File: src/hdl/wb_defines.svh
`ifndef WB_DEFINES_SVH
`define WB_DEFINES_SVH

// Data path
`define WB_DATA_W 32
`define WB_SEL_W 4

// Master side address, upper field picks the slave
`define WB_ADR_W 28

// Address as seen by a slave
`define WB_SLV_ADR_W 24

// Slave index field on top of the master address
`define WB_IDX_W 4

// Port counts
`define WB_N_MASTERS 3
`define WB_N_SLAVES 4

// Wide enough to name any master
`define WB_MIDX_W 2

`endif
File: src/hdl/wb_pkg.sv
`include "wb_defines.svh"

package wb_pkg;

	// Request as driven by a master, full address
	typedef struct packed {
		logic cyc;
		logic stb;
		logic we;
		logic [`WB_SEL_W-1:0] sel;
		logic [`WB_DATA_W-1:0] data;
		logic [`WB_ADR_W-1:0] adr;
	} wb_mreq_t;

	// Request toward a slave, slave index already stripped
	typedef struct packed {
		logic cyc;
		logic stb;
		logic we;
		logic [`WB_SEL_W-1:0] sel;
		logic [`WB_DATA_W-1:0] data;
		logic [`WB_SLV_ADR_W-1:0] adr;
	} wb_sreq_t;

	// Return path, same shape on both sides
	typedef struct packed {
		logic ack;
		logic stall;
		logic err;
		logic [`WB_DATA_W-1:0] data;
	} wb_rsp_t;

	// Which master currently owns a slave
	typedef struct packed {
		logic valid;
		logic [`WB_MIDX_W-1:0] midx;
	} wb_grant_t;

endpackage

File: src/hdl/wb_interconnect.sv
`include "wb_defines.svh"

module wb_interconnect (
	input logic wb_clk_i,
	input logic rst_n_i,
	input wb_pkg::wb_mreq_t [`WB_N_MASTERS-1:0] mreq_i,
	output wb_pkg::wb_rsp_t [`WB_N_MASTERS-1:0] mrsp_o,
	output wb_pkg::wb_sreq_t [`WB_N_SLAVES-1:0] sreq_o,
	input wb_pkg::wb_rsp_t [`WB_N_SLAVES-1:0] srsp_i
);

	import wb_pkg::*;

	// Decoder outputs, one row per master
	logic [`WB_N_MASTERS-1:0][`WB_IDX_W-1:0] slave_idx;
	logic [`WB_N_MASTERS-1:0] mapped;
	logic [`WB_N_MASTERS-1:0][`WB_N_SLAVES-1:0] slave_req;

	// Same requests regrouped per slave
	logic [`WB_N_SLAVES-1:0][`WB_N_MASTERS-1:0] arb_req;

	wb_grant_t [`WB_N_SLAVES-1:0] grants;

	genvar m;
	genvar s;

	generate
		for (m = 0; m < `WB_N_MASTERS; m++) begin : g_master
			wb_addr_decoder u_dec (
				.req_i(mreq_i[m]),
				.slave_idx_o(slave_idx[m]),
				.mapped_o(mapped[m]),
				.slave_req_o(slave_req[m])
			);

			wb_response_mux #(
				.MASTER_ID(m)
			) u_mux (
				.slave_idx_i(slave_idx[m]),
				.mapped_i(mapped[m]),
				.cyc_i(mreq_i[m].cyc),
				.grants_i(grants),
				.srsp_i(srsp_i),
				.rsp_o(mrsp_o[m])
			);
		end

		// Transpose master rows into per-slave request vectors
		for (s = 0; s < `WB_N_SLAVES; s++) begin : g_req_swap
			for (m = 0; m < `WB_N_MASTERS; m++) begin : g_bit
				assign arb_req[s][m] = slave_req[m][s];
			end
		end

		for (s = 0; s < `WB_N_SLAVES; s++) begin : g_slave
			wb_slave_arbiter u_arb (
				.wb_clk_i(wb_clk_i),
				.rst_n_i(rst_n_i),
				.req_i(arb_req[s]),
				.mreq_i(mreq_i),
				.grant_o(grants[s]),
				.sreq_o(sreq_o[s])
			);
		end
	endgenerate

endmodule

File: src/hdl/wb_response_mux.sv
`include "wb_defines.svh"

module wb_response_mux #(
	parameter int MASTER_ID = 0
) (
	input logic [`WB_IDX_W-1:0] slave_idx_i,
	input logic mapped_i,
	input logic cyc_i,
	input wb_pkg::wb_grant_t [`WB_N_SLAVES-1:0] grants_i,
	input wb_pkg::wb_rsp_t [`WB_N_SLAVES-1:0] srsp_i,
	output wb_pkg::wb_rsp_t rsp_o
);

	import wb_pkg::*;

	localparam int NUM_SLAVES = `WB_N_SLAVES;

	wb_rsp_t sel_rsp;
	logic owned;

	// Addressed slave and whether its grant names us
	always_comb begin
		sel_rsp = '0;
		owned = 1'b0;
		for (int s = 0; s < NUM_SLAVES; s++) begin
			if (int'(slave_idx_i) == s) begin
				sel_rsp = srsp_i[s];
				owned = grants_i[s].valid && (int'(grants_i[s].midx) == MASTER_ID);
			end
		end
	end

	always_comb begin
		if (!mapped_i) begin
			// Nothing behind this index, answer right away
			rsp_o.ack = cyc_i;
			rsp_o.stall = 1'b0;
			rsp_o.err = 1'b0;
			rsp_o.data = '0;
		end else if (owned) begin
			rsp_o = sel_rsp;
		end else begin
			// Slave busy with another master or grant not yet in place
			rsp_o.ack = 1'b0;
			rsp_o.stall = 1'b1;
			rsp_o.err = 1'b0;
			rsp_o.data = '0;
		end
	end

endmodule

File: src/hdl/wb_slave_arbiter.sv
`include "wb_defines.svh"

module wb_slave_arbiter (
	input logic wb_clk_i,
	input logic rst_n_i,
	input logic [`WB_N_MASTERS-1:0] req_i,
	input wb_pkg::wb_mreq_t [`WB_N_MASTERS-1:0] mreq_i,
	output wb_pkg::wb_grant_t grant_o,
	output wb_pkg::wb_sreq_t sreq_o
);

	import wb_pkg::*;

	localparam int NUM_MASTERS = `WB_N_MASTERS;

	wb_grant_t grant_q;
	wb_grant_t grant_d;

	logic any_req;
	logic [`WB_MIDX_W-1:0] pick_idx;
	logic holder_req;
	wb_mreq_t sel_req;

	// Lowest index among requesters
	always_comb begin
		any_req = |req_i;
		pick_idx = '0;
		for (int m = NUM_MASTERS - 1; m >= 0; m--) begin
			if (req_i[m]) begin
				pick_idx = m[`WB_MIDX_W-1:0];
			end
		end
	end

	// Holder still wants this slave
	always_comb begin
		holder_req = 1'b0;
		for (int m = 0; m < NUM_MASTERS; m++) begin
			if (grant_q.valid && (grant_q.midx == m[`WB_MIDX_W-1:0]) && req_i[m]) begin
				holder_req = 1'b1;
			end
		end
	end

	// Locked grant, re-arbitrate only once the holder lets go
	always_comb begin
		grant_d = grant_q;
		if (!holder_req) begin
			grant_d.valid = any_req;
			grant_d.midx = pick_idx;
		end
	end

	always_ff @(posedge wb_clk_i) begin
		if (!rst_n_i) begin
			grant_q <= '0;
		end else begin
			grant_q <= grant_d;
		end
	end

	assign grant_o = grant_q;

	// Fields of the current holder
	always_comb begin
		sel_req = '0;
		for (int m = 0; m < NUM_MASTERS; m++) begin
			if (grant_q.midx == m[`WB_MIDX_W-1:0]) begin
				sel_req = mreq_i[m];
			end
		end
	end

	// Request path to the slave
	// cyc and stb are qualified, the payload follows the holder as is
	always_comb begin
		sreq_o.cyc = holder_req;
		sreq_o.stb = holder_req && sel_req.stb;
		sreq_o.we = sel_req.we;
		sreq_o.sel = sel_req.sel;
		sreq_o.data = sel_req.data;
		sreq_o.adr = sel_req.adr[`WB_SLV_ADR_W-1:0];
	end

endmodule

File: src/hdl/wb_addr_decoder.sv
`include "wb_defines.svh"

module wb_addr_decoder (
	input wb_pkg::wb_mreq_t req_i,
	output logic [`WB_IDX_W-1:0] slave_idx_o,
	output logic mapped_o,
	output logic [`WB_N_SLAVES-1:0] slave_req_o
);

	localparam int NUM_SLAVES = `WB_N_SLAVES;

	logic [`WB_IDX_W-1:0] idx;
	logic in_range;

	// Upper address bits select the slave
	assign idx = req_i.adr[`WB_ADR_W-1:`WB_SLV_ADR_W];

	// Indices past the last slave have nothing behind them
	assign in_range = int'(idx) < NUM_SLAVES;

	assign slave_idx_o = idx;
	assign mapped_o = in_range;

	// One-hot request toward the addressed slave, only inside a cycle
	always_comb begin
		slave_req_o = '0;
		for (int s = 0; s < NUM_SLAVES; s++) begin
			if (req_i.cyc && in_range && (int'(idx) == s)) begin
				slave_req_o[s] = 1'b1;
			end
		end
	end

endmodule

File: config.mk
export PLATFORM = sky130hd
export DESIGN_NAME = wb_interconnect
export DESIGN_NICKNAME = d
export VERILOG_FILES = /design/src/hdl/wb_pkg.sv /design/src/hdl/wb_interconnect.sv /design/src/hdl/wb_response_mux.sv /design/src/hdl/wb_slave_arbiter.sv /design/src/hdl/wb_addr_decoder.sv
export VERILOG_INCLUDE_DIRS = /design/src /design/src/hdl
export SDC_FILE = /design/constraint.sdc
export NUM_CORES = 1
export LEC_CHECK = 0
export ABC_CLOCK_PERIOD_IN_PS = 4650
export BUFFER_PORTS_ARGS = -buffer_cell sky130_fd_sc_hd__buf_2
export CAP_MARGIN = 20
export CORE_AREA = 2 2 269 271
export DETAILED_ROUTE_END_ITERATION = 12
export DIE_AREA = 0 0 271 273
export PLACE_DENSITY = 0.36
export SYNTH_ARGS = -nofsm -noshare
export SYNTH_HDL_FRONTEND = slang
export SYNTH_HIERARCHICAL = 1
export SYNTH_SLANG_ARGS = --single-unit
export TNS_END_PERCENT = 30
File: constraint.sdc
create_clock -name wb_clk_i -period 4.65 [get_ports wb_clk_i]
set_clock_uncertainty 0.1 [all_clocks]
set_input_delay 0.465 -clock wb_clk_i [delete_from_list [all_inputs] [get_ports wb_clk_i]]
set_output_delay 0.465 -clock wb_clk_i [all_outputs]
set_load 0.01 [all_outputs]
# Yosys cells after proc, flatten, opt, wreduce, memory -nomap -nowiden
# Cells that the tools add are included.
dict set report word_totals {
  in_bits 343
  ff_bits 12
}
dict set report classes {
  n_mux 78
  order_cmp 3
  eq_ne 25
  reduce_logical 70
}
# cell count
set op_table {}
lappend op_table {{66-bit two-way mux} 12}
lappend op_table {{35-bit two-way mux} 18}
lappend op_table {{1-bit logical AND} 55}
lappend op_table {{1-bit two-way mux} 36}
lappend op_table {{2-bit == test (second input constant)} 12}
lappend op_table {{4-bit by 3-bit == test with 1-bit output (second input constant)} 6}
lappend op_table {{2-bit two-way mux} 12}
lappend op_table {{2-bit zero test} 8}
lappend op_table {{4-bit by 2-bit == test with 1-bit output (second input constant)} 3}
lappend op_table {{4-bit zero test} 3}
lappend op_table {{4-bit by 3-bit < comparator with 1-bit output (second input constant)} 3}
lappend op_table {{3-bit OR reduction} 4}
lappend op_table {{2-bit by 1-bit == test with 1-bit output (second input constant)} 4}

# Depth between registers and ports, before layout
dict set report logic_depth {
  ltp_word 9
  ltp_mapped 7
  mapped_depth_nobuf 5
}

# Hierarchy
# The synthesis kept the hierarchy.
# mod cells_per_inst area_per_inst_um2 instances
set by_module_without_submodules {}
lappend by_module_without_submodules {wb_slave_arbiter 225 1571.5 4}
lappend by_module_without_submodules {{wb_response_mux (g_master[1].u_mux ...)} 93 1238.7 2}
lappend by_module_without_submodules {{wb_response_mux (g_master[0].u_mux)} 94 1237.4 1}
lappend by_module_without_submodules {wb_addr_decoder 9 95.1 3}

# Worst setup path after synthesis
# OpenSTA, ideal clock, no wires.
dict set report synth_timing {
  kind {input to output}
  from {in mreq_i[25] in the netlist's numbering}
  to {out mrsp_o[13] in the netlist's numbering}
  arrival_ns 1.590
  slack_ns 2.495
  n_path_buf 3
  t_required_ns 4.085
  path_stages 5
  cell_sequence {buf_4 > buf_4 > clkbuf_1 > mux4_2 > and3_1}
}
# item line
set synth_lines {}
lappend synth_lines {{start, declared} wb_interconnect.sv:6} ;# input wb_pkg::wb_mreq_t [`WB_N_MASTERS-1:0] mreq_i,
lappend synth_lines {{end, declared} wb_interconnect.sv:7} ;# output wb_pkg::wb_rsp_t [`WB_N_MASTERS-1:0] mrsp_o,

==> impl_metrics.yaml <==
outcome:
  outcome: "complete, no violations"
power_and_ir_drop:
  pwr_density_cell_nw_per_um2: 90.0
  total_power_mw: 1.26
  pwr-share-seq_pct: 9.0
  switchingPower_mw: 0.598
  intPower_mw: 0.661
  irDropWorstVdd_v: 0.0000703
  power_frac_comb_pct: 78.4
  switching_share_pct: 47.5
  pwr-share-clk_pct: 12.6
  leakagePower_nw: 5.78
placement:
  dp_hpwl_um: 46400
  io_buffers: 699
  gp_congestion: 0.918
global_route:
  grt_pass1_wl_um: 88400
  grt_max_degree: 66
  grt_pass1_vias: 13152
  grt.total_usage_pct: 15.5
  antenna_found_initial: 7
  grt_overflow_total: 0
hold_path:
  hold_class: "flop to flop"
  worstHoldPathCells: 1
floorplanning:
  core_area_um2: 71000
  num_rows: 98
  dieArea_um2: 74000
  fp.dieW_um: 271
  initial_core_util_pct: 14.5
  io_pins: 700
  chipHeight_um: 273
routing:
  drt_iter0_markers: 760
  final_antenna_net_count: 0
  route.vias.total: 12836
  drc: 0
  wl_um: 62100
  vias_per_cell: 4.66
  wire_per_inst_um: 22.6
  dr.pass1.iters: 5
logic_synthesis:
  yosysWarnings: 6
  ys_seq_area_share_pct: 2.34
  synth_cells: 1207
  syn-cell-area_um2: 10300
  ys.flop_type: "dfxtp_1"
  synth_edf_count: 0
  syn_nets: 1550
  syn_area_per_cell_um2: 8.52
  yosysTopAreaCell: "mux2i_1"
  synth_cell_types: 44
  yosys-top-cells-count: "mux2i_1, nand2_1, o21ai_0, and3_1, mux4_2"
  synthTopCellsByArea: "mux2i_1, mux4_2, o21ai_0"
  async_reset_ff_share_pct: 0
  synth_top_area_share_pct: 24.5
  ys_ff_latch: 12
clock_tree:
  cts_root_buf: "clkbuf_16"
  path_clk_slew_ns: 0.05
  clk_path_buf_depth: 2
  post_cts_buffers: 0
  insertion_delay_ns: 0.24
  numCtsBuffers: 3
  cts_tree: "built"
  clkSinkCount: 12
  ctsResizeCount: 0
  htree_levels: 1
  holdBufCountCts: 0
sta:
  setup_tns_ns: 0
  min_period_ns: 3.32
  relSlewSlack_pct: 29.1
  slew_violations: 0
  rsz0062_at_grt: "no"
  worst_pin_slew_ns: 1.06
  hold_viol: 0
  final.period_utilization_pct: 71.5
  setup_viol: 0
  fmax_ghz: 0.301
setup_path:
  path_class: "flop to primary output"
  reg2reg_depth: 4
  slowest_delay_ns: 0.81
  crit_slowest_cell: "dfxtp_4"
  cp.required_ns: 4.09
  cp-end-kind: "primary output"
  crit_chain: "and4b_1 -> nor3_2 -> a31oi_4 -> and3_2 -> buf_2"
  worst-endpoint-arrival_ns: 2.76
  cp_max_fo: 36
  cp-start-kind: "flop"
job:
  maxCapViolCount: 0
final_layout:
  final_nets: 2145
  areaGrowthSynthToFinish_pct: 36.2
  drive_gt1_share_pct: 49.1
  largest_register_ffs: 12
metrics by stage:
| stage | worst slack, ns | utilization, % | hold slack, ns | instance area, µm² | instances |
|---|---|---|---|---|---|
| 2_1_floorplan | 2.50 | - | 0.410 | 10300 | 1207 |
| 3_5_place_dp | 1.52 | 19.6 | 0.447 | 13900 | 2747 |
| 6_report | 1.33 | 19.7 | 0.457 | 14000 | 2753 |
| 5_1_grt | 1.18 | 19.7 | 0.481 | 14000 | 2752 |
| 3_3_place_gp | 1.52 | 19.6 | 0.449 | 13900 | 2747 |
| 4_1_cts | 1.26 | 19.7 | 0.454 | 14000 | 2750 |
worst max-delay path, delay by kind of cell (launching register included):
family / cells / cell delay [ns]
AO/OA/AOI/OAI: 1 / 0.81
flip-flops: 1 / 0.81
AND/OR/NAND/NOR: 3 / 0.72
buffers and inverters: 1 / 0.13
layout make-up:
type / instances / area (µm²)
fill: 8068 / 57000
multi-input combinational: 1046 / 8700
timing repair buffer: 732 / 3750
tap: 950 / 1190
sequential: 12 / 260
clock buffer: 3 / 75.1
inverter: 7 / 26.3
antenna: 3 / 7.51
worst paths after layout:
kind / startpoint / to / slack (ns)
setup / recovery: g_slave[1].u_arb/grant_o[0] / mrsp_o[36] / 1.33
hold / removal: g_slave[0].u_arb/grant_o[1] / g_slave[0].u_arb/grant_o[0] / 0.46
setup reg to reg: g_slave[3].u_arb/grant_o[1] / g_slave[3].u_arb/grant_o[1] / 2.28
hold reg to reg: g_slave[0].u_arb/grant_o[1] / g_slave[0].u_arb/grant_o[0] / 0.46
power by group through the flow:
stage,clock (mW),sequential (mW),combinational [mW]
after floorplan,0,0.110,0.506
after global placement,0,0.116,0.980
after detailed placement,0,0.116,0.986
final,0.159,0.113,0.987
after CTS,0.161,0.114,0.990
after global routing,0.165,0.114,1.06
cells in the final DEF, fill, tap and decap left out, types with 7 or more instances in the layout:
cell / instances
and4b_1: 8
inv_1: 7
and3_2: 9
o21ai_1: 40
buf_2: 699
buf_4: 33
mux2i_1: 252
mux4_2: 90
o21ai_0: 204
nand2_1: 252
mux4_1: 15
and3_1: 90
cells by family after synthesis:
family | after synthesis | synth area share, %
AO/OA/AOI/OAI | 278 | 15.3
buffers and inverters | 149 | 13.2
flip-flops | 12 | 2.34
multiplexers | 357 | 48.1
AND/OR/NAND/NOR | 411 | 21.1
per-layer routing:
metal	global-route usage (%)	part of all wire, %	vias to the layer above
met5	0	0.084	-
met4	3.10	1.7	8
met3	2.48	6.3	65
met2	29.4	53	631
met1	18.2	39	6385
li1	-	-	5747
Note: power is estimated with default switching activity, not from simulation.
